[config.mk]
export PLATFORM = sky130hd
export DESIGN_NAME = usb_rx
export DESIGN_NICKNAME = d
export VERILOG_FILES = /design/src/design/usb_rx_pkg.sv /design/src/design/usb_bit_unstuffer.sv /design/src/design/usb_crc_checker.sv /design/src/design/usb_line_sampler.sv /design/src/design/usb_rx.sv /design/src/design/usb_rx_fsm.sv
export VERILOG_INCLUDE_DIRS = /design/src /design/src/design
export SDC_FILE = /design/constraint.sdc
export NUM_CORES = 1
export LEC_CHECK = 0
export BUFFER_PORTS_ARGS = -buffer_cell sky130_fd_sc_hd__buf_2
export CORE_ASPECT_RATIO = 0.5
export CORE_MARGIN = 8
export CORE_UTILIZATION = 50
export DETAILED_ROUTE_END_ITERATION = 10
export GPL_TIMING_DRIVEN = 0
export PLACE_DENSITY_LB_ADDON = 0.1
export SKIP_LAST_GASP = 1
export SYNTH_ARGS = -nofsm -noshare
export SYNTH_HDL_FRONTEND = slang
export SYNTH_SLANG_ARGS = --single-unit
[constraint.sdc]
create_clock -name tb_clk -period 4.5 [get_ports tb_clk]
set_clock_uncertainty 0.2 [all_clocks]
set_input_delay 0.45 -clock tb_clk [delete_from_list [all_inputs] [get_ports tb_clk]]
set_output_delay 0.45 -clock tb_clk [all_outputs]
set_load 0.05 [all_outputs]
[src/design/usb_rx_defs.svh]
`ifndef USB_RX_DEFS_SVH
`define USB_RX_DEFS_SVH

// bus timing, clocks per bit (shortened for sim)
`define USB_BIT_CLKS 8

// sync pattern, received msb first
`define USB_SYNC_BYTE 8'h01

// fixed device identity
`define USB_DEV_ADDR 7'd0
`define USB_DEV_ENDP 4'd0

// crc generators, msb first shift
`define USB_CRC5_POLY  5'b00101
`define USB_CRC16_POLY 16'h8005

// remainders left after data plus inverted crc
`define USB_CRC5_RESIDUE  5'b01100
`define USB_CRC16_RESIDUE 16'h800D

// ones in a row before a stuffed zero
`define USB_STUFF_RUN 6

`endif

[src/design/usb_rx_pkg.sv]
package usb_rx_pkg;

  typedef logic [7:0] usb_byte_t;  // one packet byte

  // pid codes as sent in the upper nibble
  typedef enum logic [3:0] {
    OUT   = 4'b0001,
    IN    = 4'b1001,
    DATA0 = 4'b0011,
    DATA1 = 4'b1011,
    ACK   = 4'b0010,
    NAK   = 4'b1010
  } usb_pid_t;

  // packet kind reported at eop
  typedef enum logic [2:0] {
    PKT_IDLE = 3'd0,
    PKT_DATA = 3'd1,
    PKT_OUT  = 3'd2,
    PKT_IN   = 3'd3,
    PKT_ACK  = 3'd4,
    PKT_NAK  = 3'd5,
    PKT_BAD  = 3'd6
  } rx_packet_t;

  typedef enum logic [2:0] {
    IDLE, SYNC, PID, TOKEN, DATA, HSHAKE, WAIT_EOP, DONE
  } rx_state_t;

  // one recovered line event
  typedef struct packed {
    logic strobe;  // new bit valid this cycle
    logic data;    // decoded bit
    logic eop;     // se0 then j seen
  } rx_bit_t;

endpackage

[src/design/usb_bit_unstuffer.sv]
`timescale 1ns/10ps
`include "usb_rx_defs.svh"

module usb_bit_unstuffer import usb_rx_pkg::*; (
  input  logic    tb_clk,
  input  logic    rst,
  input  rx_bit_t line_bit,
  output rx_bit_t clean_bit,
  output logic    stuff_err
);

  localparam int unsigned RUN_W = $clog2(`USB_STUFF_RUN + 1);
  typedef logic [RUN_W-1:0] run_t;
  localparam run_t RUN_MAX = run_t'(`USB_STUFF_RUN);

  run_t run_cnt;   // ones in a row
  logic run_full;  // next bit is the stuffed one

  assign run_full = run_cnt == RUN_MAX;

  // stuffed bit is dropped, everything else passes
  assign clean_bit.strobe = line_bit.strobe && !run_full;
  assign clean_bit.data   = line_bit.data;
  assign clean_bit.eop    = line_bit.eop;

  // a seventh one where the zero should be
  assign stuff_err = line_bit.strobe && run_full && line_bit.data;

  always_ff @(posedge tb_clk) begin
    if (rst || line_bit.eop) begin
      run_cnt <= '0;
    end else if (line_bit.strobe) begin
      if (run_full || !line_bit.data) begin
        run_cnt <= '0;  // restart after stuffed bit or a zero
      end else begin
        run_cnt <= run_cnt + run_t'(1);
      end
    end
  end

endmodule

[src/design/usb_crc_checker.sv]
`timescale 1ns/10ps
`include "usb_rx_defs.svh"

module usb_crc_checker import usb_rx_pkg::*; (
  input  logic    tb_clk,
  input  logic    rst,
  input  rx_bit_t clean_bit,
  input  logic    crc_clear,
  output logic    crc5_ok,
  output logic    crc16_ok
);

  typedef logic [4:0]  crc5_t;
  typedef logic [15:0] crc16_t;

  crc5_t  crc5;
  crc16_t crc16;
  logic   fb5;   // feedback, bit xor msb
  logic   fb16;

  assign fb5  = clean_bit.data ^ crc5[4];
  assign fb16 = clean_bit.data ^ crc16[15];

  // **************************************************
  // both registers run on every bit after the pid
  // **************************************************
  always_ff @(posedge tb_clk) begin
    if (rst || crc_clear) begin
      crc5  <= '1;  // preset all ones
      crc16 <= '1;
    end else if (clean_bit.strobe) begin
      crc5  <= {crc5[3:0], 1'b0} ^ (fb5 ? `USB_CRC5_POLY : 5'd0);
      crc16 <= {crc16[14:0], 1'b0} ^ (fb16 ? `USB_CRC16_POLY : 16'd0);
    end
  end

  // only one of these matters per packet kind
  assign crc5_ok  = crc5 == `USB_CRC5_RESIDUE;
  assign crc16_ok = crc16 == `USB_CRC16_RESIDUE;

endmodule

[src/design/usb_line_sampler.sv]
`timescale 1ns/10ps
`include "usb_rx_defs.svh"

module usb_line_sampler import usb_rx_pkg::*; (
  input  logic    tb_clk,
  input  logic    rst,
  input  logic    d_plus,
  input  logic    d_minus,
  output rx_bit_t line_bit
);

  localparam int unsigned TMR_W = $clog2(`USB_BIT_CLKS);
  typedef logic [TMR_W-1:0] tmr_t;
  localparam tmr_t TMR_LAST = tmr_t'(`USB_BIT_CLKS - 1);
  localparam tmr_t TMR_MID  = tmr_t'(`USB_BIT_CLKS / 2 - 1);  // 4 clocks past the edge

  logic [1:0] line_m;    // {d_plus, d_minus}, first stage
  logic [1:0] line_s;    // synchronized
  logic [1:0] line_q;    // last cycle, for edge detect
  tmr_t       bit_tmr;
  logic       edge_seen;
  logic       mid_bit;
  logic       is_se0;
  logic       ref_j;     // nrzi reference level, 1 = J
  logic       se0_seen;
  logic       active;    // inside a packet

  // **************************************************
  // synchronizer and bit timing
  // **************************************************
  always_ff @(posedge tb_clk) begin
    if (rst) begin
      line_m <= 2'b10;  // idle J
      line_s <= 2'b10;
      line_q <= 2'b10;
    end else begin
      line_m <= {d_plus, d_minus};
      line_s <= line_m;
      line_q <= line_s;
    end
  end

  assign edge_seen = line_s != line_q;
  assign mid_bit   = !edge_seen && (bit_tmr == TMR_MID);
  assign is_se0    = line_s == 2'b00;

  // free running, re-centred on every transition
  always_ff @(posedge tb_clk) begin
    if (rst || edge_seen || bit_tmr == TMR_LAST) begin
      bit_tmr <= '0;
    end else begin
      bit_tmr <= bit_tmr + tmr_t'(1);
    end
  end

  // **************************************************
  // nrzi decode and eop
  // **************************************************
  always_ff @(posedge tb_clk) begin
    if (rst) begin
      line_bit <= '0;
      ref_j    <= 1'b1;
      se0_seen <= 1'b0;
      active   <= 1'b0;
    end else begin
      line_bit <= '0;  // pulses only
      if (mid_bit) begin
        if (is_se0) begin
          se0_seen <= 1'b1;  // no bit for se0
        end else if (se0_seen) begin
          line_bit.eop <= 1'b1;  // first J after se0
          se0_seen     <= 1'b0;
          active       <= 1'b0;
          ref_j        <= 1'b1;  // back to idle J
        end else begin
          ref_j <= line_s[1];
          // idle J gives ones, the first K opens the packet
          if (active || line_s[1] != ref_j) begin
            line_bit.strobe <= 1'b1;
            line_bit.data   <= line_s[1] == ref_j;  // no change = 1
            active          <= 1'b1;
          end
        end
      end
    end
  end

endmodule

[src/design/usb_rx.sv]
`timescale 1ns/10ps

module usb_rx import usb_rx_pkg::*; (
  input  logic       tb_clk,
  input  logic       rst,
  input  logic       d_plus,
  input  logic       d_minus,
  output rx_packet_t rx_packet,
  output logic       store_rx_packet_data,
  output usb_byte_t  rx_packet_data
);

  rx_bit_t line_bit;   // raw decoded bits
  rx_bit_t clean_bit;  // stuffing removed
  logic    stuff_err;
  logic    crc_clear;
  logic    crc5_ok;
  logic    crc16_ok;

  // **************************************************
  // receive chain
  // **************************************************
  usb_line_sampler u_line_sampler (
    .tb_clk   (tb_clk),
    .rst      (rst),
    .d_plus   (d_plus),
    .d_minus  (d_minus),
    .line_bit (line_bit)
  );

  usb_bit_unstuffer u_bit_unstuffer (
    .tb_clk    (tb_clk),
    .rst       (rst),
    .line_bit  (line_bit),
    .clean_bit (clean_bit),
    .stuff_err (stuff_err)
  );

  usb_crc_checker u_crc_checker (
    .tb_clk    (tb_clk),
    .rst       (rst),
    .clean_bit (clean_bit),
    .crc_clear (crc_clear),
    .crc5_ok   (crc5_ok),
    .crc16_ok  (crc16_ok)
  );

  usb_rx_fsm u_rx_fsm (
    .tb_clk               (tb_clk),
    .rst                  (rst),
    .clean_bit            (clean_bit),
    .stuff_err            (stuff_err),
    .crc5_ok              (crc5_ok),
    .crc16_ok             (crc16_ok),
    .crc_clear            (crc_clear),
    .rx_packet            (rx_packet),
    .store_rx_packet_data (store_rx_packet_data),
    .rx_packet_data       (rx_packet_data)
  );

endmodule

[src/design/usb_rx_fsm.sv]
`timescale 1ns/10ps
`include "usb_rx_defs.svh"

module usb_rx_fsm import usb_rx_pkg::*; (
  input  logic       tb_clk,
  input  logic       rst,
  input  rx_bit_t    clean_bit,
  input  logic       stuff_err,
  input  logic       crc5_ok,
  input  logic       crc16_ok,
  output logic       crc_clear,
  output rx_packet_t rx_packet,
  output logic       store_rx_packet_data,
  output usb_byte_t  rx_packet_data
);

  // addr and endp as they sit in the two token bytes
  localparam logic [10:0] DEV_TOKEN = {`USB_DEV_ADDR, `USB_DEV_ENDP};

  rx_state_t  state;
  usb_byte_t  shift_reg;
  usb_byte_t  new_byte;    // shift_reg with this bit added
  usb_byte_t  dly_new;     // payload delay line
  usb_byte_t  dly_old;
  usb_pid_t   pid;
  usb_pid_t   rx_pid;
  logic [2:0] bit_cnt;
  logic [1:0] dly_cnt;     // bytes held in the delay line
  logic       byte_done;
  logic       pid_ok;
  logic       tok_second;
  logic       tok_match;
  logic       bad;         // sticky packet error
  rx_packet_t eop_kind;

  assign new_byte  = {shift_reg[6:0], clean_bit.data};
  assign byte_done = clean_bit.strobe && (bit_cnt == 3'd7);
  assign rx_pid    = usb_pid_t'(new_byte[7:4]);
  assign pid_ok    = new_byte[7:4] == ~new_byte[3:0];  // check nibble

  // **************************************************
  // result picked at eop
  // **************************************************
  always_comb begin
    eop_kind = PKT_BAD;
    if (!bad) begin
      case (state)
        DATA: if (bit_cnt == 3'd0 && dly_cnt == 2'd2 && crc16_ok) eop_kind = PKT_DATA;
        HSHAKE: eop_kind = (pid == ACK) ? PKT_ACK : PKT_NAK;
        WAIT_EOP: begin
          if (crc5_ok) begin
            if (!tok_match) eop_kind = PKT_IDLE;  // not ours
            else if (pid == IN) eop_kind = PKT_IN;
            else eop_kind = PKT_OUT;
          end
        end
        default: eop_kind = PKT_BAD;  // cut short in pid or token
      endcase
    end
  end

  // byte shift and payload delay line
  always_ff @(posedge tb_clk) begin
    if (clean_bit.strobe) begin
      shift_reg <= (state == IDLE) ? {7'd0, clean_bit.data} : new_byte;
    end
    if (state == PID && byte_done) pid <= rx_pid;
    if (state == DATA && byte_done) begin
      dly_old <= dly_new;
      dly_new <= new_byte;
    end
  end

  // **************************************************
  // packet fsm
  // **************************************************
  always_ff @(posedge tb_clk) begin
    if (rst) begin
      state                <= IDLE;
      bit_cnt              <= 3'd0;
      dly_cnt              <= 2'd0;
      tok_second           <= 1'b0;
      tok_match            <= 1'b0;
      bad                  <= 1'b0;
      crc_clear            <= 1'b0;
      rx_packet            <= PKT_IDLE;
      store_rx_packet_data <= 1'b0;
      rx_packet_data       <= '0;
    end else begin
      crc_clear            <= 1'b0;
      store_rx_packet_data <= 1'b0;
      if (clean_bit.strobe) bit_cnt <= bit_cnt + 3'd1;
      if (stuff_err) bad <= 1'b1;
      if (clean_bit.eop) begin
        state <= DONE;
        if (state != IDLE && state != SYNC) rx_packet <= eop_kind;
      end else begin
        case (state)
          IDLE: if (clean_bit.strobe) state <= SYNC;
          SYNC: begin
            if (clean_bit.strobe && new_byte == `USB_SYNC_BYTE) begin
              state     <= PID;
              bit_cnt   <= 3'd0;     // byte aligned from here
              rx_packet <= PKT_IDLE;
            end
          end
          PID: begin
            if (byte_done) begin
              crc_clear <= 1'b1;  // crc covers bytes after the pid
              if (!pid_ok) begin
                bad   <= 1'b1;
                state <= WAIT_EOP;
              end else begin
                case (rx_pid)
                  OUT, IN:      state <= TOKEN;
                  DATA0, DATA1: state <= DATA;
                  ACK, NAK:     state <= HSHAKE;
                  default: begin
                    bad   <= 1'b1;  // unsupported pid
                    state <= WAIT_EOP;
                  end
                endcase
              end
            end
          end
          TOKEN: begin
            if (byte_done) begin
              tok_second <= 1'b1;
              if (!tok_second) begin
                tok_match <= new_byte == DEV_TOKEN[10:3];
              end else begin
                tok_match <= tok_match && (new_byte[7:5] == DEV_TOKEN[2:0]);
                state     <= WAIT_EOP;
              end
            end
          end
          DATA: begin
            if (byte_done) begin
              if (dly_cnt == 2'd2) begin
                store_rx_packet_data <= 1'b1;  // two bytes behind
                rx_packet_data       <= dly_old;
              end else begin
                dly_cnt <= dly_cnt + 2'd1;
              end
            end
          end
          HSHAKE, WAIT_EOP: if (clean_bit.strobe) bad <= 1'b1;  // extra bits
          DONE: begin
            state      <= IDLE;
            bad        <= 1'b0;
            dly_cnt    <= 2'd0;
            tok_second <= 1'b0;
          end
          default: state <= IDLE;
        endcase
      end
    end
  end

endmodule

**After elaboration in Yosys (flattened, before gate mapping)**

Index checks and enable logic that the tools add are counted.

- Bitwise logic cells: 12
- Mux-type cells: 48
- Reduce and logical (&&, ||, !) cells: 51
- Add/sub/neg operators: 4
- Equality and inequality tests: 37

Operator list:

| cell | count |
|---|---|
| $mux 3 | 21 |
| $eq 3x3->1 const B | 7 |
| $pmux 3 s3 | 2 |
| $mux 1 | 17 |
| $eq 16x16->1 const B | 1 |
| $eq 4x4->1 const B | 4 |
| $mux 16 | 1 |
| $xor 16x16->16 | 1 |
| $ne 3x2->1 const B | 5 |
| $pmux 3 s5 | 1 |
| $eq 4x2->1 const B | 3 |
| $logic_and 1x1->1 | 12 |
| $reduce_and 3->1 | 4 |
| $reduce_bool 2->1 | 5 |
| $add 3x1->3 const B | 3 |
| $eq 3x2->1 const B | 3 |
| $logic_not 3->1 | 3 |
| $eq 8x1->1 const B | 1 |
| $logic_not 8->1 | 1 |
| $reduce_and 4->1 | 2 |
| $reduce_or 2->1 | 4 |
| $reduce_or 4->1 | 2 |
| $not 1->1 | 7 |
| $logic_or 1x1->1 | 6 |
| other kinds (28) | 36 |

- Flip-flop bits (word level): 90
- Word-level logic and storage cells: 180
- Bits of input ports: 4
- Output and inout port bits: 12

**Logic depth before layout (Yosys ltp)**

Gate-level depths: netlist (run 1).

- Depth after elaboration: 9
- Gate-level depth with buffers: 9
- Depth with buffers taken out: 8

**Hierarchy**

A second synthesis (run 1) with hierarchy kept.

- Cells, all modules: 353
- Area total of the unflattened synthesis: 3,806.2 um^2

By module, submodules not included:

| module | sequential area each (um^2) | area an instance (um^2) | cells each | times used |
|---|---|---|---|---|
| usb_rx_fsm | 1,291.2 | 2,182.1 | 190 | 1 |
| usb_crc_checker | 420.4 | 849.6 | 87 | 1 |
| usb_line_sampler | 300.3 | 589.3 | 57 | 1 |
| usb_bit_unstuffer | 60.1 | 185.2 | 19 | 1 |

**Worst setup path after synthesis (run 1)**

OpenSTA, ideal clock, no wires.

- Path type: register to register
- Start point: register u_bit_unstuffer.run_cnt[0]
- End point: register u_rx_fsm.tok_match
- Library setup time: 70 ps
- Stages on the path, launching flop included: 9
- Period minus slack after synthesis: 2,294 ps
- Path buffers: 0
- Arrival: 2,024 ps
- Slack: 2,206 ps
- Path through: dfxtp_1 inv_1 ha_1 a21bo_4 inv_6 nand2_4 or4_4 or4_1 a21oi_1

- Cells in the longest elaborated chain, start to end: 5

RTL lines:

| what | line | source |
|---|---|---|
| from (decl) | usb_bit_unstuffer.sv:16 | `run_t run_cnt;` |
| from (signal assigned) | usb_bit_unstuffer.sv:36 | `run_cnt <= run_cnt + run_t'(1);` |
| $eq 3x3->1 | usb_bit_unstuffer.sv:19 | `assign run_full = run_cnt == RUN_MAX;` |
| $logic_not 1->1 | usb_bit_unstuffer.sv:22 | `assign clean_bit.strobe = line_bit.strobe && !run_full;` |
| $logic_and 1x1->1 | usb_bit_unstuffer.sv:22 |  |
| $logic_and 1x1->1 | usb_rx_fsm.sv:37 | `assign byte_done = clean_bit.strobe && (bit_cnt == 3'd7);` |
| $reduce_and 3->1 (no line) | -- |  |
| to (signal assigned) | usb_rx_fsm.sv:130 | `tok_match <= new_byte == DEV_TOKEN[10:3];` |
| to (signal assigned) | usb_rx_fsm.sv:132 | `tok_match <= tok_match && (new_byte[7:5] == DEV_TOKEN[2:0]);` |
| to (decl) | usb_rx_fsm.sv:32 | `logic tok_match;` |

Every way passes these cells.
A chain may end at the register's enable or synchronous reset.

**Worst setup path after layout (run 1)**

Same ends and word-level chain as after synthesis.

==> flow_metrics.tcl, run 1 <==
set metrics [dict create \
    crit_type "reg2reg" \
    drv_slew 0 \
    end_kind "register" \
    hold_violations 0 \
    synth.most_common_cell "dfxtp_1" \
    port_buffers 15 \
    ant_nets 0 \
    post_cts_buffers 0 \
    synth_flop_cell "dfxtp_1" \
    rsz0062_at_grt "no" \
    synthTopCellsByArea "dfxtp_1 34%, edfxtp_1 22%, nand2_1 6.2%, nand3_1 3.4%, ha_1 3.0%" \
    synth-seq-cells 90 \
    reg2reg_from "u_bit_unstuffer.run_cnt[0]" \
    grt_pass1_vias 2664 \
    startpoint_type "register" \
    netlist_top_cells_count "63 x dfxtp_1, 61 x nand2_1, 27 x edfxtp_1" \
    max_cap_viol_count 0 \
    die_w_um 138 \
    intPower_mw 1.30 \
    max_slew_margin_pct 44.9 \
    r2r-end "u_rx_fsm.tok_match" \
    synth.cell_area_mm2 0.00371 \
    critPathMaxStageDelay_ps 490 \
    regMostFlops "u_crc_checker.crc16" \
    rrSetupSlack_ps 2060 \
    hold_end "u_line_sampler.line_m[1]" \
    path_max_fanout 10 \
    clock-sinks 90 \
    fp.dieH_um 76.9 \
    drt_wl_total_mm 7.71 \
    core-area_mm2 0.00727 \
    grt.total_usage_pct 15.0 \
    reg2regPathDepth 8 \
    initial_core_util_pct 51.1 \
    busiest_layer "met2" \
    period_share_pct 54.1 \
    dr.pass1.iters 4 \
    final-setup-viol-count 0 \
    place_congestion 0.917 \
    synth_edf_count 27 \
    cts_root_buf "clkbuf_16" \
    met3_usage_pct 4.88 \
    hp-class "in2reg" \
    grt_antenna_before_repair 0 \
    p_sw_share_pct 20.1 \
    slowest_stage "or4_4" \
    ir_drop_mv 0.188 \
    clkTransAtPathRegs_ps 60 \
    combPwrFrac_pct 1.7 \
    syn_inst 370 \
    ys_seq_area_share_pct 55.8 \
    num_antenna_cells 0 \
    holdBufCountCts 0 \
    ys_warn_count 0 \
    clockPowerShare_pct 46.8 \
    path_cells "inv_1, ha_1, a21bo_4, inv_6, nand2_4, or4_4, or4_1, a21oi_1" \
    fmax_mhz 411 \
    rows 22 \
    min_period_ps 2440 \
    num-fill-cells 640 \
    synth_nets 383 \
    post_dp_cell_area_mm2 0.00391 \
    syn_avg_cell_area_um2 10.0 \
    status "complete, no violations" \
    seq_power_share_pct 51.5 \
    grt_max_degree 17 \
    cts_max_path_buffers 2 \
    cts_resized 0 \
    vias 2740 \
    dp_hpwl_mm 5.44 \
    num_io_pins 16 \
    drc 0 \
    largest_register_ffs 16 \
    worst_pin_slew_ps 826 \
    num-nets-final 409 \
    drt_iter0_drc 168 \
    grt_pass1_wl_mm 12.5 \
    async_flop_share_pct 0 \
    cts_buffers 9 \
    die-area_mm2 0.0106 \
    h-tree-depth 3 \
    syn2layout_area_growth_pct 13.6 \
    grtUsageMet2_pct 23.8 \
    finalPower_mw 1.63 \
    critPathArrivalTime_ps 2510 \
    p_per_area_mw_per_mm2 386 \
    grt_overflow 0 \
    cellLeakagePower_nw 1.72 \
    worstHoldStart "d_plus" \
    use_met1_pct 18.6 \
    fin_setup_tns_ps 0 \
    clock_latency_ps 340 \
    drive_above_1_share_pct 11.0 \
    wl_per_cell_um 15.5 \
    yosys.area.top_type_share_pct 34.0 \
    final_area_mm2 0.00421 \
    holdWs_ps 93.2 \
    synth_cell_types 52 \
    worstHoldPathCells 2 \
    viasPerCell 5.51 \
    p_sw_mw 0.326 \
    synth_top_cell_by_area "dfxtp_1" \
    cts_tree "done" \
    crit_required_ps 4570 \
]
[routing by layer]
layer / vias up / wire, um
met3: 4 / 472
met1: 1319 / 3600
li1: 1355 / -
met5: - / 0
met2: 62 / 3610
met4: 0 / 27
[metrics by stage]
| step | setup WS, ps | cells | utilization, % |
|---|---|---|---|
| after floorplan | 2210 | 370 | - |
| after global placement | 2110 | 481 | 53.8 |
| after detailed placement | 2070 | 481 | 53.8 |
| after CTS | 2060 | 497 | 58.0 |
| after global routing | 1960 | 497 | 58.0 |
| final | 2060 | 497 | 58.0 |
[worst max-delay path by stage]
stage	from	to	slack (ps)	cells past startpoint
3_5_place_dp	u_bit_unstuffer.run_cnt[0]	u_rx_fsm.tok_match	2070	8
3_3_place_gp	u_bit_unstuffer.run_cnt[0]	u_rx_fsm.tok_match	2110	8
4_1_cts	u_bit_unstuffer.run_cnt[0]	u_rx_fsm.tok_match	2060	8
6_report	u_bit_unstuffer.run_cnt[0]	u_rx_fsm.tok_match	2060	8
2_1_floorplan	u_bit_unstuffer.run_cnt[0]	u_rx_fsm.tok_match	2210	8
5_1_grt	u_bit_unstuffer.run_cnt[0]	u_rx_fsm.tok_match	1960	8
[cell usage in the layout, fill, tap and decap left out, drive strengths merged, types with 3 or more instances in the layout]
cell / instances
dfxtp: 63
nor4b: 4
a21oi: 15
xor2: 7
nor4: 8
mux2: 3
ha: 9
nand3: 25
nand2b: 6
o21ai: 7
nor2b: 15
nand2: 62
xnor2: 3
nor2: 24
buf: 17
and3: 4
edfxtp: 27
inv: 14
or2: 5
nor3: 6
nand4b: 3
mux2i: 9
clkbuf: 26
[power by group through the flow]
stage	clock network [mW]	logic, mW	registers (mW)
final	0.761	0.0274	0.838
after global routing	0.806	0.0307	0.838
after CTS	0.775	0.0274	0.838
after detailed placement	0	0.0274	0.856
after global placement	0	0.0267	0.856
after floorplan	0	0.0197	0.855
[layout make-up]
class,count,area (um^2),share of cell area (%)
sequential,90,2070,49.2
clock inverter,5,61.3,1.45
multi-input combinational,251,1530,36.2
timing repair buffer,15,75.1,1.78
clock buffer,11,246,5.85
buffer,17,63.8,1.51
inverter,12,50.0,1.19
tap,96,120,2.85
[cell families (layout without fill, tap and decap cells)]
group | count (synthesis) | after routing | synth area share [%]
compound gates | 45 | 45 | 8.50
xor+xnor | 10 | 10 | 2.36
fa+ha+maj | 9 | 9 | 3.03
buf+inv | 29 | 60 | 3.07
flops | 90 | 90 | 55.8
mux | 12 | 12 | 3.34
simple gates | 175 | 175 | 23.9
[critical path: cells and delay by family (launching register included)]
family / cells / cell delay [ps]
flip-flops: 1 / 330
adder cells (fa/ha/maj): 1 / 230
AND/OR/NAND/NOR: 3 / 1040
buffers and inverters: 2 / 170
AO/OA/AOI/OAI: 2 / 400
No activity file was read; power rests on OpenSTA's default activity.
==> run 2, diff against run 1 <==
ABC_AREA = 1   (was unset)
clock period = 2.15 ns   (was 4.5 ns; I/O delays follow)
==> run 2 against run 1 <==
Net effect: global-route usage decreased by 0.54 points; flip-flop and latch count stayed put; core utilization is 1.2 points higher; sequential power grew 120%; synthesized cell count grew 24%; wire length shrank 3.8%; critical path type unchanged; largest cell class unchanged.
==> flow_metrics.tcl, run 2 <==
set metrics [dict create \
    status "complete, no violations" \
    cts_root_buf "clkbuf_16" \
    fp.dieH_um 78.2 \
    synth_nets 473 \
    core-area_mm2 0.00740 \
    worstHoldPathCells 4 \
    synth-seq-cells 90 \
    place_congestion 0.807 \
    ys_seq_area_share_pct 53.6 \
    vias 2902 \
    grt_pass1_wl_mm 12.7 \
    critPathArrivalTime_ps 1750 \
    ir_drop_mv 0.416 \
    clock_latency_ps 340 \
    cts_max_path_buffers 2 \
    synth.cell_area_mm2 0.00386 \
    clock-sinks 90 \
    synthTopCellsByArea "dfxtp_1 33%, edfxtp_1 21%, nand2_1 10%, nor2_1 7.5%, inv_1 4.5%" \
    die-area_mm2 0.0110 \
    final-setup-viol-count 0 \
    reg2regPathDepth 6 \
    path_max_fanout 16 \
    grt.total_usage_pct 14.5 \
    startpoint_type "register" \
    synth_top_cell_by_area "dfxtp_1" \
    largest_register_ffs 16 \
    async_flop_share_pct 0 \
    drt_iter0_drc 182 \
    grt_overflow 0 \
    yosys.area.top_type_share_pct 32.7 \
    r2r-end "u_rx_fsm.shift_reg[2]" \
    rsz0062_at_grt "no" \
    holdWs_ps 24.5 \
    synth_flop_cell "dfxtp_1" \
    synth_cell_types 39 \
    num-nets-final 503 \
    ys_warn_count 0 \
    min_period_ps 1950 \
    period_share_pct 90.6 \
    drive_above_1_share_pct 12.5 \
    port_buffers 15 \
    hold_end "u_rx_fsm.rx_packet_data[0]" \
    crit_type "reg2reg" \
    drc 0 \
    syn_inst 460 \
    wl_per_cell_um 12.6 \
    netlist_top_cells_count "105 x nand2_1, 77 x nor2_1, 63 x dfxtp_1" \
    cellLeakagePower_nw 1.91 \
    end_kind "register" \
    final_cell_mix "105 x nand2_1, 77 x nor2_1, 63 x dfxtp_1" \
    h-tree-depth 3 \
    num_io_pins 16 \
    max_cap_viol_count 0 \
    drt_wl_total_mm 7.42 \
    dp_hpwl_mm 5.21 \
    synth.most_common_cell "nand2_1" \
    p_per_area_mw_per_mm2 912 \
    max_slew_margin_pct 64.2 \
    syn_avg_cell_area_um2 8.40 \
    regMostFlops "u_crc_checker.crc16" \
    viasPerCell 4.91 \
    rrSetupSlack_ps 200 \
    dr.pass1.iters 4 \
    finalPower_mw 3.99 \
    initial_core_util_pct 52.2 \
    synth_edf_count 27 \
    fmax_mhz 513 \
    num_antenna_cells 0 \
    worstHoldStart "rst" \
    final_common_cell "nand2_1" \
    ant_nets 0 \
    num-fill-cells 681 \
    hold_violations 0 \
    die_w_um 140 \
    clkTransAtPathRegs_ps 70 \
    cts_tree "done" \
    hp-class "in2reg" \
    grt_max_degree 17 \
    grt_antenna_before_repair 0 \
    worst_pin_slew_ps 536 \
    syn2layout_area_growth_pct 13.4 \
    crit_required_ps 1960 \
    cts_buffers 9 \
    grt_pass1_vias 2718 \
    rows 22 \
    drv_slew 0 \
    reg2reg_from "u_bit_unstuffer.run_cnt[0]" \
]
[run 2: worst max path at each step]
| stage | start | end | slack (ps) |
|---|---|---|---|
| floorplan | u_bit_unstuffer.run_cnt[0] | u_rx_fsm.shift_reg[0] | 270 |
| global placement | u_bit_unstuffer.run_cnt[0] | u_rx_fsm.shift_reg[0] | -110 |
| detailed placement | u_bit_unstuffer.run_cnt[0] | u_rx_fsm.shift_reg[0] | -130 |
| CTS | u_bit_unstuffer.run_cnt[0] | u_rx_fsm.shift_reg[2] | 190 |
| global route | u_bit_unstuffer.run_cnt[0] | u_rx_fsm.shift_reg[0] | 60 |
| finish | u_bit_unstuffer.run_cnt[0] | u_rx_fsm.shift_reg[2] | 200 |
[run 2: repair_timing]
item	in CTS	in global routing
setup buffers	2	0
hold buffers	2	0
hold endpoints to repair	2	0
endpoints found under the setup margin	20	0
gates resized for setup	1	0
[run 2: metal layers]
layer  wire, um  GRT usage, %  share of wire, %  vias up
met5          0             0                 0        -
met4        134          6.44               1.8        0
met3        305          4.95               4.1       11
met2       3180          22.2                43       29
met1       3800          18.3                51     1316
li1           -             -                 -     1546
[run 2: cells by family after synthesis]
kind of cell / Yosys count / share of synthesized area (%)
AOI/OAI and AO/OA: 47 / 6.87
xor gates and xnor gates: 7 / 1.59
adders and majority gates: 9 / 2.92
buffers and inverters: 64 / 7.09
DFF: 90 / 53.6
muxes: 1 / 0.259
and+or+nand+nor: 242 / 27.6
[run 2: stage by stage]
| step | std cells | setup slack, ps | utilization (%) | setup TNS [ps] | instance area [um^2] |
|---|---|---|---|---|---|
| finish | 591 | 202 | 59.2 | 0 | 4380 |
| detailed placement | 571 | -132 | 54.8 | -1110 | 4060 |
| global placement | 571 | -109 | 54.8 | -759 | 4060 |
| global route | 591 | 61.9 | 59.2 | 0 | 4380 |
| floorplan | 460 | 271 | - | 0 | 3860 |
| CTS | 591 | 187 | 59.2 | 0 | 4380 |
[run 2: where the power goes]
group	switching (mW)	internal, mW
Combinational	0.436	0.221
Clock	0.678	0.827
Sequential	0.0303	1.80
[run 2: final cells by class]
class                           count  area [um^2]  area share [%]
Buffer                             14         83.8            1.91
Clock buffer                       10          239            5.46
Clock inverter                      6         47.5            1.09
Inverter                           50          191            4.37
Multi-Input combinational cell    306         1520            34.6
Sequential cell                    90         2070            47.3
Tap cell                           96          120            2.74
Timing Repair Buffer               19          110            2.51
[run 2: worst max-delay path: stages (launching register included)]
cell	delay, ps
dfxtp_1	330
inv_1	70
ha_1	220
nand2_2	140
nand2_4	110
inv_2	150
clkbuf_2	380
==> run 3, diff against run 2 <==
CELL_PAD_IN_SITES_DETAIL_PLACEMENT = 0   (was unset)
CELL_PAD_IN_SITES_GLOBAL_PLACEMENT = 1   (was unset)
CORE_MARGIN = unset   (was 8)
CORE_UTILIZATION = 42   (was 50)
==> run 3 against run 2 <==
Net effect: combinational power grew 2%; fmax is 0.16% lower; setup slack lost 3.1 ps; clock power rose by 7%; final area rose by 0.77%; via count fell by 0.38%; total power is 2.9% higher; hold slack improved by 0.72 ps; critical path depth unchanged; first-iteration DRC count is 29% lower; cell count is 3.4% higher.
==> flow_metrics.tcl, run 3 (same netlist as run 2, synthesis figures left out) <==
set metrics [dict create \
    worst-path-buf-inv 3 \
    rsz0062_at_grt "no" \
    multiInputGateArea_mm2 0.00152 \
    final_cell_mix "105 x nand2_1, 77 x nor2_1, 63 x dfxtp_1" \
    die_w_um 138 \
    dr.pass1.iters 4 \
    final_common_cell "nand2_1" \
    reg2regPathDepth 6 \
    cts_buffers 9 \
    path_cells "inv_1, ha_1, nand2_2, nand2_4, inv_2, clkbuf_2" \
    holdWs_ps 25.2 \
    worstHoldPathCells 4 \
    final-setup-viol-count 0 \
    hold_end "u_rx_fsm.rx_packet_data[1]" \
    clkTransAtPathRegs_ps 70 \
    syn2layout_area_growth_pct 14.3 \
    max_slew_margin_pct 64.5 \
    ir_drop_mv 0.399 \
    wl_per_cell_um 12.6 \
    h-tree-depth 3 \
    initial_core_util_pct 43.7 \
    clock-sinks 90 \
    num-nets-final 502 \
    rows 24 \
    slowest_stage "clkbuf_2" \
    worstHoldStart "rst" \
    drt_iter0_drc 130 \
    hp-class "in2reg" \
    crit_required_ps 1950 \
    drive_above_1_share_pct 12.1 \
    startpoint_type "register" \
    fp.dieH_um 69.8 \
    crit_type "reg2reg" \
    cts_root_buf "clkbuf_16" \
    grt_max_degree 18 \
    core-area_mm2 0.00883 \
    viasPerCell 4.73 \
    num-fill-cells 860 \
    port_buffers 15 \
    largest_register_ffs 16 \
    hold_violations 0 \
    rrSetupSlack_ps 200 \
    ff_latch_area_mm2 0.00207 \
    clock_latency_ps 350 \
    min_period_ps 1950 \
    path_max_fanout 16 \
    dp_hpwl_mm 5.51 \
    num_antenna_cells 0 \
    num_io_pins 16 \
    worst_slack_ps 199 \
    drc 0 \
    drv_slew 0 \
    fmax_mhz 512 \
    p_per_area_mw_per_mm2 931 \
    post-route-util_pct 50.0 \
    cts_max_path_buffers 2 \
    place_congestion 0.751 \
    critPathTopFamily "buffers and inverters" \
    vias 2891 \
    die-area_mm2 0.00961 \
    grt_pass1_vias 2751 \
    critPathMaxStageDelay_ps 390 \
    ant_nets 0 \
    reg2reg_from "u_bit_unstuffer.run_cnt[0]" \
    critPathArrivalTime_ps 1760 \
    end_kind "register" \
    period_share_pct 90.8 \
    pre_cts_ws_ps -149 \
    r2r-end "u_rx_fsm.shift_reg[1]" \
    cts_tree "done" \
    drt_wl_total_mm 7.69 \
    status "complete, no violations" \
    worst_pin_slew_ps 533 \
    grt_pass1_wl_mm 12.8 \
    max_cap_viol_count 0 \
    cellLeakagePower_nw 1.92 \
    grt.total_usage_pct 17.7 \
    grt_overflow 0 \
    regMostFlops "u_crc_checker.crc16" \
    grt_antenna_before_repair 0 \
]
==> run 3: final cells by class <==
type                       count  area share [%]
tap                          117            3.32
clock inverter                 6            1.64
inverter                      50            4.34
timing repair buffer          18            2.32
sequential                    90            46.9
multi-input combinational    306            34.4
buffer                        14            1.90
clock buffer                  10            5.19
==> run 3: worst max-delay path by stage <==
stage | from | to | slack (ps) | cells after the start
finish | u_bit_unstuffer.run_cnt[0] | u_rx_fsm.shift_reg[1] | 200 | 6
CTS | u_bit_unstuffer.run_cnt[0] | u_rx_fsm.shift_reg[1] | 170 | 6
detailed placement | u_bit_unstuffer.run_cnt[0] | u_rx_fsm.shift_reg[0] | -150 | 6
global route | u_bit_unstuffer.run_cnt[0] | u_rx_fsm.shift_reg[3] | 80 | 6
floorplan | u_bit_unstuffer.run_cnt[0] | u_rx_fsm.shift_reg[0] | 270 | 6
global placement | u_bit_unstuffer.run_cnt[0] | u_rx_fsm.shift_reg[0] | -120 | 6
==> run 3: per-stage QoR <==
stage,power [mW],TNS (ps),instance area (um^2),std cells
detailed placement,2.53,-1370,4080,592
CTS,4.15,0,4410,611
global route,4.34,0,4410,611
global placement,2.54,-921,4080,592
finish,4.11,0,4410,611
floorplan,2.39,0,3860,460
==> run 3: worst register-to-register path, delay by kind of cell, from the launching register on <==
family,cells,cell delay (ps)
adder cells (fa/ha/maj),1,220
buffers and inverters,3,620
AND/OR/NAND/NOR,2,240
flip-flops,1,330
==> run 3: timing repair <==
action / in CTS / in global routing
hold endpoints to repair: 2 / 0
setup endpoints to repair: 17 / 0
resized for setup: 1 / 0
buffers inserted: 1 / 0
hold buffers: 2 / 0
==> run 3: per-layer routing <==
| layer | share of wire [%] | wire, um | global-route usage (%) | up-vias |
|---|---|---|---|---|
| met4 | 1.1 | 82 | 4.76 | 0 |
| met1 | 53 | 4080 | 24.3 | 1287 |
| met2 | 41 | 3150 | 26.0 | 49 |
| li1 | - | - | - | 1544 |
| met5 | 0 | 0 | 0 | - |
| met3 | 4.9 | 373 | 6.29 | 11 |
==> run 3: power by group <==
part / switching (mW) / total (mW) / internal (mW)
clock network: 0.692 / 1.61 / 0.918
logic: 0.446 / 0.667 / 0.221
registers: 0.0295 / 1.83 / 1.80
total: 1.17 / 4.11 / 2.94
